**src/logic/host_bridge_pkg.sv**
```systemverilog
package host_bridge_pkg;

   // APB register bus and processor address widths
   localparam int apb_addr_width = 8;
   localparam int data_width = 32;

   // the PS host port drops the top two address bits
   localparam int host_addr_width = 30;

   // register index is the word offset within the shell
   localparam int reg_idx_width = 3;

   // register map, byte offsets
   localparam logic [apb_addr_width-1:0] reg_ctrl = 8'h00;
   localparam logic [apb_addr_width-1:0] reg_alloc = 8'h04;
   localparam logic [apb_addr_width-1:0] reg_base = 8'h08;
   localparam logic [apb_addr_width-1:0] reg_prof0 = 8'h0C;
   localparam logic [apb_addr_width-1:0] reg_prof1 = 8'h10;
   localparam logic [apb_addr_width-1:0] reg_prof2 = 8'h14;
   localparam logic [apb_addr_width-1:0] reg_prof3 = 8'h18;

   // processor DRAM starts here in its own physical map
   localparam logic [data_width-1:0] dram_base_bp = 32'h8000_0000;

   // highest legal DRAM offset plus one (120 MiB)
   localparam logic [data_width-1:0] dram_limit = 32'h0780_0000;

   // the profiler splits the lower 1 GiB of offsets into 8 MiB regions
   localparam int prof_regions = 128;
   localparam int prof_region_width = $clog2(prof_regions);

   // a processor DRAM address, seen either as a plain word for translation
   // or split into the profiler region and the offset inside it
   typedef union packed {
      logic [data_width-1:0] raw;
      struct packed {
         logic [1:0] hi;
         logic [prof_region_width-1:0] region;
         logic [data_width-3-prof_region_width:0] offset;
      } prof;
   } dram_addr_u;

endpackage

```
**src/logic/addr_xlate.sv**
```systemverilog
`timescale 1ns/1ps

module addr_xlate
(
   input  logic [host_bridge_pkg::host_addr_width-1:0] host_addr_i,
   input  logic dram_v_i,
   input  host_bridge_pkg::dram_addr_u dram_addr_i,
   input  logic [host_bridge_pkg::data_width-1:0] dram_base_i,
   output logic [host_bridge_pkg::data_width-1:0] bp_addr_o,
   output logic [host_bridge_pkg::data_width-1:0] mem_addr_o,
   output logic mem_range_err_o
);

   import host_bridge_pkg::*;

   logic [data_width-1:0] dram_offset;

   // the host window arrives through the GP1 port with 0x8000_0000 removed
   //   GP1 0x0000_0000 .. 0x0FFF_FFFF maps to processor 0x8000_0000 (DRAM)
   //   GP1 0x2000_0000 .. 0x2FFF_FFFF maps to processor 0x0000_0000 (local)
   // bit 29 tells the two windows apart and flips into the processor's top bit,
   // both windows are 256 MB so bit 28 carries no address
   assign bp_addr_o = {~host_addr_i[29], 3'b000, host_addr_i[27:0]};

   // flipping bit 31 strips the processor DRAM base, which is cheaper
   // than a subtract since the base is a single bit
   assign dram_offset = dram_addr_i.raw ^ dram_base_bp;

   // the offset lands inside the block the PS allocated for us
   assign mem_addr_o = dram_offset + dram_base_i;

   // anything past the allocation would scribble over PS memory
   assign mem_range_err_o = dram_v_i & (dram_offset >= dram_limit);

   // a valid request must carry a real address or the translated
   // PS address and the range flag mean nothing
   always_comb
   begin
      if (dram_v_i)
      begin
         dram_addr_known: assert final (!$isunknown(dram_addr_i.raw))
            else $error("addr_xlate: unknown DRAM address with valid high");
      end
   end

endmodule

```
**src/logic/csr_decode.sv**
```systemverilog
`timescale 1ns/1ps

module csr_decode
(
   input  logic psel_i,
   input  logic penable_i,
   input  logic pwrite_i,
   input  logic [host_bridge_pkg::apb_addr_width-1:0] paddr_i,
   output logic [host_bridge_pkg::reg_idx_width-1:0] reg_idx_o,
   output logic reg_we_o,
   output logic pready_o,
   output logic pslverr_o
);

   import host_bridge_pkg::*;

   logic access;
   logic aligned;
   logic in_map;
   logic read_only;

   // the access phase is the only cycle in which the shell responds
   assign access = psel_i & penable_i;

   // registers are whole words, so the two low address bits must be zero
   assign aligned = (paddr_i[1:0] == 2'b00);

   // the map is dense from ctrl up to the last profiler word
   assign in_map = (paddr_i <= reg_prof3);

   // everything from the first profiler word upwards is read only
   assign read_only = (paddr_i >= reg_prof0);

   assign reg_idx_o = paddr_i[2 +: reg_idx_width];

   // no wait states, every access phase completes at once
   assign pready_o = access;

   // a write only reaches storage when the transfer is legal
   assign reg_we_o = access & pwrite_i & aligned & in_map & ~read_only;

   // an erroring transfer leaves every register untouched
   assign pslverr_o = access & (~aligned | ~in_map | (pwrite_i & read_only));

   // the APB setup phase must come before the access phase, so psel is
   // already high by the time penable rises
   penable_needs_psel: assert property (@(posedge penable_i) psel_i)
      else $error("csr_decode: penable rose without psel");

endmodule

```
**src/logic/csr_regs.sv**
```systemverilog
`timescale 1ns/1ps

module csr_regs
(
   input  logic aclk_i,
   input  logic rst_n_i,
   input  logic [host_bridge_pkg::reg_idx_width-1:0] reg_idx_i,
   input  logic reg_we_i,
   input  logic [host_bridge_pkg::data_width-1:0] pwdata_i,
   input  logic [host_bridge_pkg::prof_regions-1:0] prof_map_i,
   output logic [host_bridge_pkg::data_width-1:0] prdata_o,
   output logic [host_bridge_pkg::data_width-1:0] dram_base_o,
   output logic bp_run_o
);

   import host_bridge_pkg::*;

   // ctrl bit 0 lets the processor out of reset
   logic ctrl_run_r;

   // set by software once the PS has allocated DRAM for the processor
   logic alloc_r;

   // physical address of that allocation in PS DRAM
   logic [data_width-1:0] base_r;

   always_ff @(posedge aclk_i)
   begin
      if (!rst_n_i)
      begin
         ctrl_run_r <= 1'b0;
         alloc_r <= 1'b0;
         base_r <= '0;
      end
      else if (reg_we_i)
      begin
         // the decoder never raises the write enable for read-only words
         case (reg_idx_i)
            reg_ctrl[2 +: reg_idx_width]:
            begin
               ctrl_run_r <= pwdata_i[0];
            end
            reg_alloc[2 +: reg_idx_width]:
            begin
               alloc_r <= pwdata_i[0];
            end
            reg_base[2 +: reg_idx_width]:
            begin
               base_r <= pwdata_i;
            end
            default:
            begin
               base_r <= base_r;
            end
         endcase
      end
   end

   // read data is combinational from the index, so it is ready in the
   // access phase together with pready
   always_comb
   begin
      case (reg_idx_i)
         reg_ctrl[2 +: reg_idx_width]:
            prdata_o = {{(data_width-1){1'b0}}, ctrl_run_r};
         reg_alloc[2 +: reg_idx_width]:
            prdata_o = {{(data_width-1){1'b0}}, alloc_r};
         reg_base[2 +: reg_idx_width]:
            prdata_o = base_r;
         // profiler word n holds regions 32n to 32n+31
         reg_prof0[2 +: reg_idx_width]:
            prdata_o = prof_map_i[0 +: data_width];
         reg_prof1[2 +: reg_idx_width]:
            prdata_o = prof_map_i[data_width +: data_width];
         reg_prof2[2 +: reg_idx_width]:
            prdata_o = prof_map_i[2*data_width +: data_width];
         reg_prof3[2 +: reg_idx_width]:
            prdata_o = prof_map_i[3*data_width +: data_width];
         default:
            prdata_o = '0;
      endcase
   end

   assign dram_base_o = base_r;
   assign bp_run_o = ctrl_run_r;

endmodule

```
**src/logic/mem_profiler.sv**
```systemverilog
`timescale 1ns/1ps

module mem_profiler
(
   input  logic aclk_i,
   input  logic rst_n_i,
   input  logic bp_run_i,
   input  logic dram_v_i,
   input  host_bridge_pkg::dram_addr_u dram_addr_i,
   output logic [host_bridge_pkg::prof_regions-1:0] prof_map_o
);

   import host_bridge_pkg::*;

   // one sticky bit per 8 MiB region, so software can see how much
   // DRAM a program has actually touched
   logic [prof_regions-1:0] prof_map_r;

   always_ff @(posedge aclk_i)
   begin
      // a fresh run starts with an empty map
      if (!rst_n_i || !bp_run_i)
      begin
         prof_map_r <= '0;
      end
      else if (dram_v_i)
      begin
         // the region field sits below bit 30, which is the same in the
         // raw address and in the offset after the base is stripped
         prof_map_r[dram_addr_i.prof.region] <= 1'b1;
      end
   end

   assign prof_map_o = prof_map_r;

endmodule

```
**src/logic/zynq_host_bridge.sv**
```systemverilog
`timescale 1ns/1ps

module zynq_host_bridge
(
   input  logic aclk_i,
   input  logic rst_n_i,
   output logic bp_reset_n_o,

   // APB slave for the register shell
   input  logic psel_i,
   input  logic penable_i,
   input  logic pwrite_i,
   input  logic [host_bridge_pkg::apb_addr_width-1:0] paddr_i,
   input  logic [host_bridge_pkg::data_width-1:0] pwdata_i,
   output logic pready_o,
   output logic [host_bridge_pkg::data_width-1:0] prdata_o,
   output logic pslverr_o,

   // host window into the processor's address map
   input  logic [host_bridge_pkg::host_addr_width-1:0] host_addr_i,
   output logic [host_bridge_pkg::data_width-1:0] bp_addr_o,

   // processor DRAM request towards PS DRAM
   input  logic dram_v_i,
   input  logic [host_bridge_pkg::data_width-1:0] dram_addr_i,
   output logic [host_bridge_pkg::data_width-1:0] mem_addr_o,
   output logic mem_range_err_o
);

   import host_bridge_pkg::*;

   logic [reg_idx_width-1:0] reg_idx_w;
   logic reg_we_w;
   logic [data_width-1:0] dram_base_w;
   logic bp_run_w;
   logic [prof_regions-1:0] prof_map_w;
   dram_addr_u dram_addr_w;

   assign dram_addr_w.raw = dram_addr_i;

   // the processor stays in reset until software sets ctrl bit 0, so a new
   // program can be loaded without reconfiguring the FPGA
   assign bp_reset_n_o = rst_n_i & bp_run_w;

   csr_decode u_decode
   (
      .psel_i    (psel_i),
      .penable_i (penable_i),
      .pwrite_i  (pwrite_i),
      .paddr_i   (paddr_i),
      .reg_idx_o (reg_idx_w),
      .reg_we_o  (reg_we_w),
      .pready_o  (pready_o),
      .pslverr_o (pslverr_o)
   );

   csr_regs u_regs
   (
      .aclk_i      (aclk_i),
      .rst_n_i     (rst_n_i),
      .reg_idx_i   (reg_idx_w),
      .reg_we_i    (reg_we_w),
      .pwdata_i    (pwdata_i),
      .prof_map_i  (prof_map_w),
      .prdata_o    (prdata_o),
      .dram_base_o (dram_base_w),
      .bp_run_o    (bp_run_w)
   );

   addr_xlate u_xlate
   (
      .host_addr_i     (host_addr_i),
      .dram_v_i        (dram_v_i),
      .dram_addr_i     (dram_addr_w),
      .dram_base_i     (dram_base_w),
      .bp_addr_o       (bp_addr_o),
      .mem_addr_o      (mem_addr_o),
      .mem_range_err_o (mem_range_err_o)
   );

   mem_profiler u_profiler
   (
      .aclk_i      (aclk_i),
      .rst_n_i     (rst_n_i),
      .bp_run_i    (bp_run_w),
      .dram_v_i    (dram_v_i),
      .dram_addr_i (dram_addr_w),
      .prof_map_o  (prof_map_w)
   );

   // the access phase must follow its setup phase with the same address
   // and direction, since the shell only decodes in the access phase
   setup_then_access: assert property (@(posedge aclk_i) disable iff (!rst_n_i)
      (psel_i && !penable_i) |=> (psel_i && penable_i && $stable(paddr_i)
         && $stable(pwrite_i)))
      else $error("zynq_host_bridge: APB setup phase not followed by its access phase");

endmodule

```
**config.mk**
```make
export PLATFORM = sky130hd
export DESIGN_NAME = zynq_host_bridge
export DESIGN_NICKNAME = d
export VERILOG_FILES = /design/src/logic/host_bridge_pkg.sv /design/src/logic/addr_xlate.sv /design/src/logic/csr_decode.sv /design/src/logic/csr_regs.sv /design/src/logic/mem_profiler.sv /design/src/logic/zynq_host_bridge.sv
export SDC_FILE = /design/constraint.sdc
export NUM_CORES = 1
export LEC_CHECK = 0
export BUFFER_PORTS_ARGS = -buffer_cell sky130_fd_sc_hd__buf_2
export CAP_MARGIN = 0
export CORE_ASPECT_RATIO = 1.1
export CORE_MARGIN = 2
export CORE_UTILIZATION = 45
export DETAILED_ROUTE_END_ITERATION = 10
export PLACE_DENSITY = 0.66
export SETUP_SLACK_MARGIN = 0.05
export SKIP_LAST_GASP = 1
export SLEW_MARGIN = 30
export SYNTH_ARGS = -nofsm -noshare
export SYNTH_HDL_FRONTEND = slang
export SYNTH_SLANG_ARGS = --single-unit
```
**constraint.sdc**
```tcl
create_clock -name aclk_i -period 3.39 [get_ports aclk_i]
set_clock_uncertainty 0.2 [all_clocks]
set_input_delay 0.339 -clock aclk_i [delete_from_list [all_inputs] [get_ports aclk_i]]
set_output_delay 0.339 -clock aclk_i [all_outputs]
set_load 0.02 [all_outputs]
```
==> impl_metrics.py <==
metrics = {
    "global_routing": {
        "grt_max_degree": 62,
        "grt_pass1_vias": 7565,
        "grt_remaining_overflow": 0,
        "antenna_found_initial": 0,
        "globalRouteTotalUtil_pct": 25.3,
        "grt_pass1_wl_microns": 39900,
    },
    "timing": {
        "finalHoldViolations": 0,
        "slew_headroom_pct": 53.2,
        "maxClockFrequency_mhz": 294,
        "holdWs_ns": 0.132,
        "rsz0062_at_grt": "yes",
        "finalSetupViolCount": 2,
        "finalCriticalPeriod_ns": 3.40,
        "drv_slew": 0,
        "finalCritPeriodShare_pct": 100,
        "worst_pin_slew_ns": 0.700,
        "finalWorstSetupSlack_ns": -0.00581,
    },
    "worst_setup_path": {
        "arrival_ns": 2.86,
        "crit_family": "compound AO/OA/AOI/OAI gates",
        "crit_path_start_kind": "register",
        "r2r_cells": 3,
        "r2r-start": "u_regs.bp_run_o",
        "crit_chain": "ha_4, fa_2, a21oi_4, o211ai_1, a41oi_2, o221ai_2, a41o_1, a31oi_1, xnor2_1, buf_4",
        "crit_buf_inv": 1,
        "rr_endpoint": "u_profiler.prof_map_o[87]",
        "worst_path_largest_cell_delay_ns": 0.37,
        "cp_slowest_cell": "fa_2",
        "worstPathRequired_ns": 2.85,
        "worstSetupPathType": "register to output pin",
        "rrSetupSlack_ns": 1.60,
        "critPathMaxFanout": 3,
        "end_kind": "output pin",
    },
    "synthesis": {
        "synthFlopType": "dfxtp_1",
        "yosysTopAreaCellShare_pct": 38.3,
        "ys_ff_latch": 162,
        "yosysWarningCount": 0,
        "synth_area_leader_cell": "dfxtp_1",
        "synth-edff-count": 0,
        "synth_cell_types": 61,
        "netlist_top_cells_area": "dfxtp_1 38%, a21oi_1 11%, nor2_1 6.8%",
        "postSynthAreaPerCell_sq_um": 8.11,
        "syn_inst": 1043,
        "syn_area_sq_um": 8460,
        "synthArstFlopShare_pct": 0,
        "ys_seq_area_share_pct": 38.3,
    },
    "floorplan": {
        "num_rows": 52,
        "pin_count": 208,
        "core-area_sq_um": 18400,
        "die_area_sq_um": 19900,
        "initial_core_util_pct": 45.9,
        "fp.dieH_microns": 148,
        "die_w_microns": 135,
    },
    "cells_and_area": {
        "register_area_sq_um": 3270,
        "design_area_sq_um": 10700,
        "fillCellCount": 1668,
        "nets": 1324,
        "drive_gt1_share_pct": 26.9,
        "multi_input_area_sq_um": 5070,
        "finalNonFillerCells": 1440,
        "final_util_pct": 57.9,
        "area_growth_syn_to_layout_pct": 26.1,
        "antenna_cells": 0,
    },
    "power": {
        "p_per_area_nw_per_um2": 399,
        "p_leak_nw": 4.11,
        "vdd_drop_max_v": 0.000360,
    },
    "clock_tree": {
        "root_buffer": "clkbuf_16",
        "numCtsBuffers": 17,
        "clk_pin_slew_ns": 0.07,
        "cts_tree": "built",
        "clock-sinks": 162,
        "insertion_delay_ns": 0.42,
        "clockBufferDepth": 2,
        "htreeDepth": 4,
    },
    "hold_path": {
        "hold_class": "input port to register",
        "worstHoldEndpoint": "u_profiler.prof_map_o[126]",
        "min-delay-start": "dram_addr_i[25]",
        "min_delay_path_depth": 3,
    },
    "routing": {
        "drt-total-wl_microns": 26300,
        "ant_nets": 0,
        "drtPass1Iterations": 8,
        "wl_per_cell_microns": 18.3,
        "drt_iter0_markers": 680,
        "vias": 8250,
        "viasPerCell": 5.73,
        "drc": 0,
    },
    "place": {
        "dpl.cell_count": 1364,
        "routabilityCongestion": 0.935,
        "io_buffer_count": 147,
        "placed_area_sq_um": 9250,
        "dp_hpwl_microns": 18300,
        "place_ws_ns": 0.00278,
    },
    "flow_run": {
        "cap_violations": 0,
    },
    "run_status": {
        "status": "finished, violations left",
        "violations": "setup timing",
    },
}
## cells by family after synthesis
logic type / count (synthesis) / share of synthesized area, %
AOI/OAI and AO/OA: 350 / 25.8
and+or+nand+nor: 322 / 16.4
DFF: 162 / 38.3
buffers and inverters: 110 / 6.60
muxes: 37 / 4.98
adders and majority gates: 32 / 4.82
xor gates and xnor gates: 29 / 3.00
other: 1 / 0.0443
## metal layers
layer | part of all wire [%] | global-route usage [%] | vias up
met3 | 6.8 | 3.70 | 70
li1 | - | - | 3969
met2 | 46 | 40.2 | 345
met4 | 3.5 | 12.0 | 0
met1 | 44 | 33.9 | 3866
met5 | 0 | 0 | -
## state kept, by name (all words and copies together), names as in the netlist
name	count
u_profiler.prof_map_o	128
u_regs.dram_base_o	32
u_regs.alloc_r	1
u_regs.bp_run_o	1
## area by class of cell
type	count	area share [%]
Clock buffer	21	4.22
Clock inverter	11	1.23
Inverter	8	0.282
Multi-Input combinational cell	773	47.5
Sequential cell	162	30.7
Tap cell	243	2.85
Timing Repair Buffer	222	13.3
## worst min-delay path: cells and delay by family
family	cells	cell delay, ns
AO/OA/AOI/OAI	1	0.15
buffers and inverters	1	0.18
AND/OR/NAND/NOR	1	0.05
## where the power goes
group,switching (W),internal [W]
Sequential,0.0000000821,0.00190
Combinational,0.000290,0.000181
Clock,0.000780,0.00111
## how the worst max path moves through the flow
stage | start | to | slack (ns) | cells after the start
floorplan | dram_addr_i[0] | mem_addr_o[30] | 0.40 | 9
finish | u_regs.dram_base_o[0] | mem_addr_o[30] | -0.006 | 10
detailed placement | dram_addr_i[0] | mem_addr_o[30] | 0.003 | 11
global placement | dram_addr_i[0] | mem_addr_o[30] | 0.06 | 11
global route | u_regs.dram_base_o[0] | mem_addr_o[26] | -0.11 | 10
CTS | u_regs.dram_base_o[0] | mem_addr_o[26] | -0.05 | 10
## cells in the final DEF, fill, tap and decap left out, types with 17 or more instances in the layout
cell and instances:
a21oi_1 178, nor2_1 154, dfxtp_1 147, buf_2 139
nand2_1 94, buf_4 49, a22oi_1 32, dlygate4sd3_1 32
mux2_2 31, a221oi_1 31, a21boi_1 30, clkbuf_16 17
## what timing repair did
item / in CTS / in global routing
hold endpoints to repair: 32 / 0
hold buffers: 32 / 0
endpoints found under the setup margin: 14 / 17
pin swaps: 17 / 20
gates resized for setup: 30 / 61
buffers inserted: 7 / 5
## cells in the mapped netlist, types with 2 or more instances
| library cell | count |
|---|---|
| a22oi_1 | 32 |
| nand2_1 | 98 |
| a32oi_1 | 2 |
| mux2_2 | 31 |
| ha_1 | 31 |
| a21oi_1 | 187 |
| nand4_1 | 6 |
| and3_1 | 4 |
| mux2i_1 | 5 |
| o21a_1 | 6 |
| dfxtp_1 | 162 |
| xor2_1 | 16 |
| and4_1 | 2 |
| nor2_1 | 154 |
| a31oi_1 | 7 |
| o21ai_0 | 16 |
| nor3_1 | 13 |
| a22o_1 | 2 |
| xnor2_1 | 13 |
| a21o_1 | 12 |
| buf_6 | 3 |
| a221oi_1 | 32 |
| or4_4 | 2 |
| nand2b_1 | 9 |
| buf_2 | 5 |
| buf_4 | 31 |
| inv_1 | 8 |
| a211oi_1 | 5 |
| a21boi_0 | 3 |
| buf_1 | 8 |
| clkbuf_1 | 55 |
| a21boi_1 | 30 |
| nand3_1 | 8 |
| nor3b_1 | 2 |
| nor2b_1 | 15 |
| o211ai_1 | 2 |
| and2_1 | 2 |
## per-stage QoR
stage | power (W) | TNS (ns)
2_1_floorplan | 0.00224 | 0
3_3_place_gp | 0.00236 | 0
3_5_place_dp | 0.00236 | 0
4_1_cts | 0.00425 | -0.0969
6_report | 0.00426 | -0.00733
5_1_grt | 0.00439 | -0.380
No activity file was read; power rests on OpenSTA's default activity.
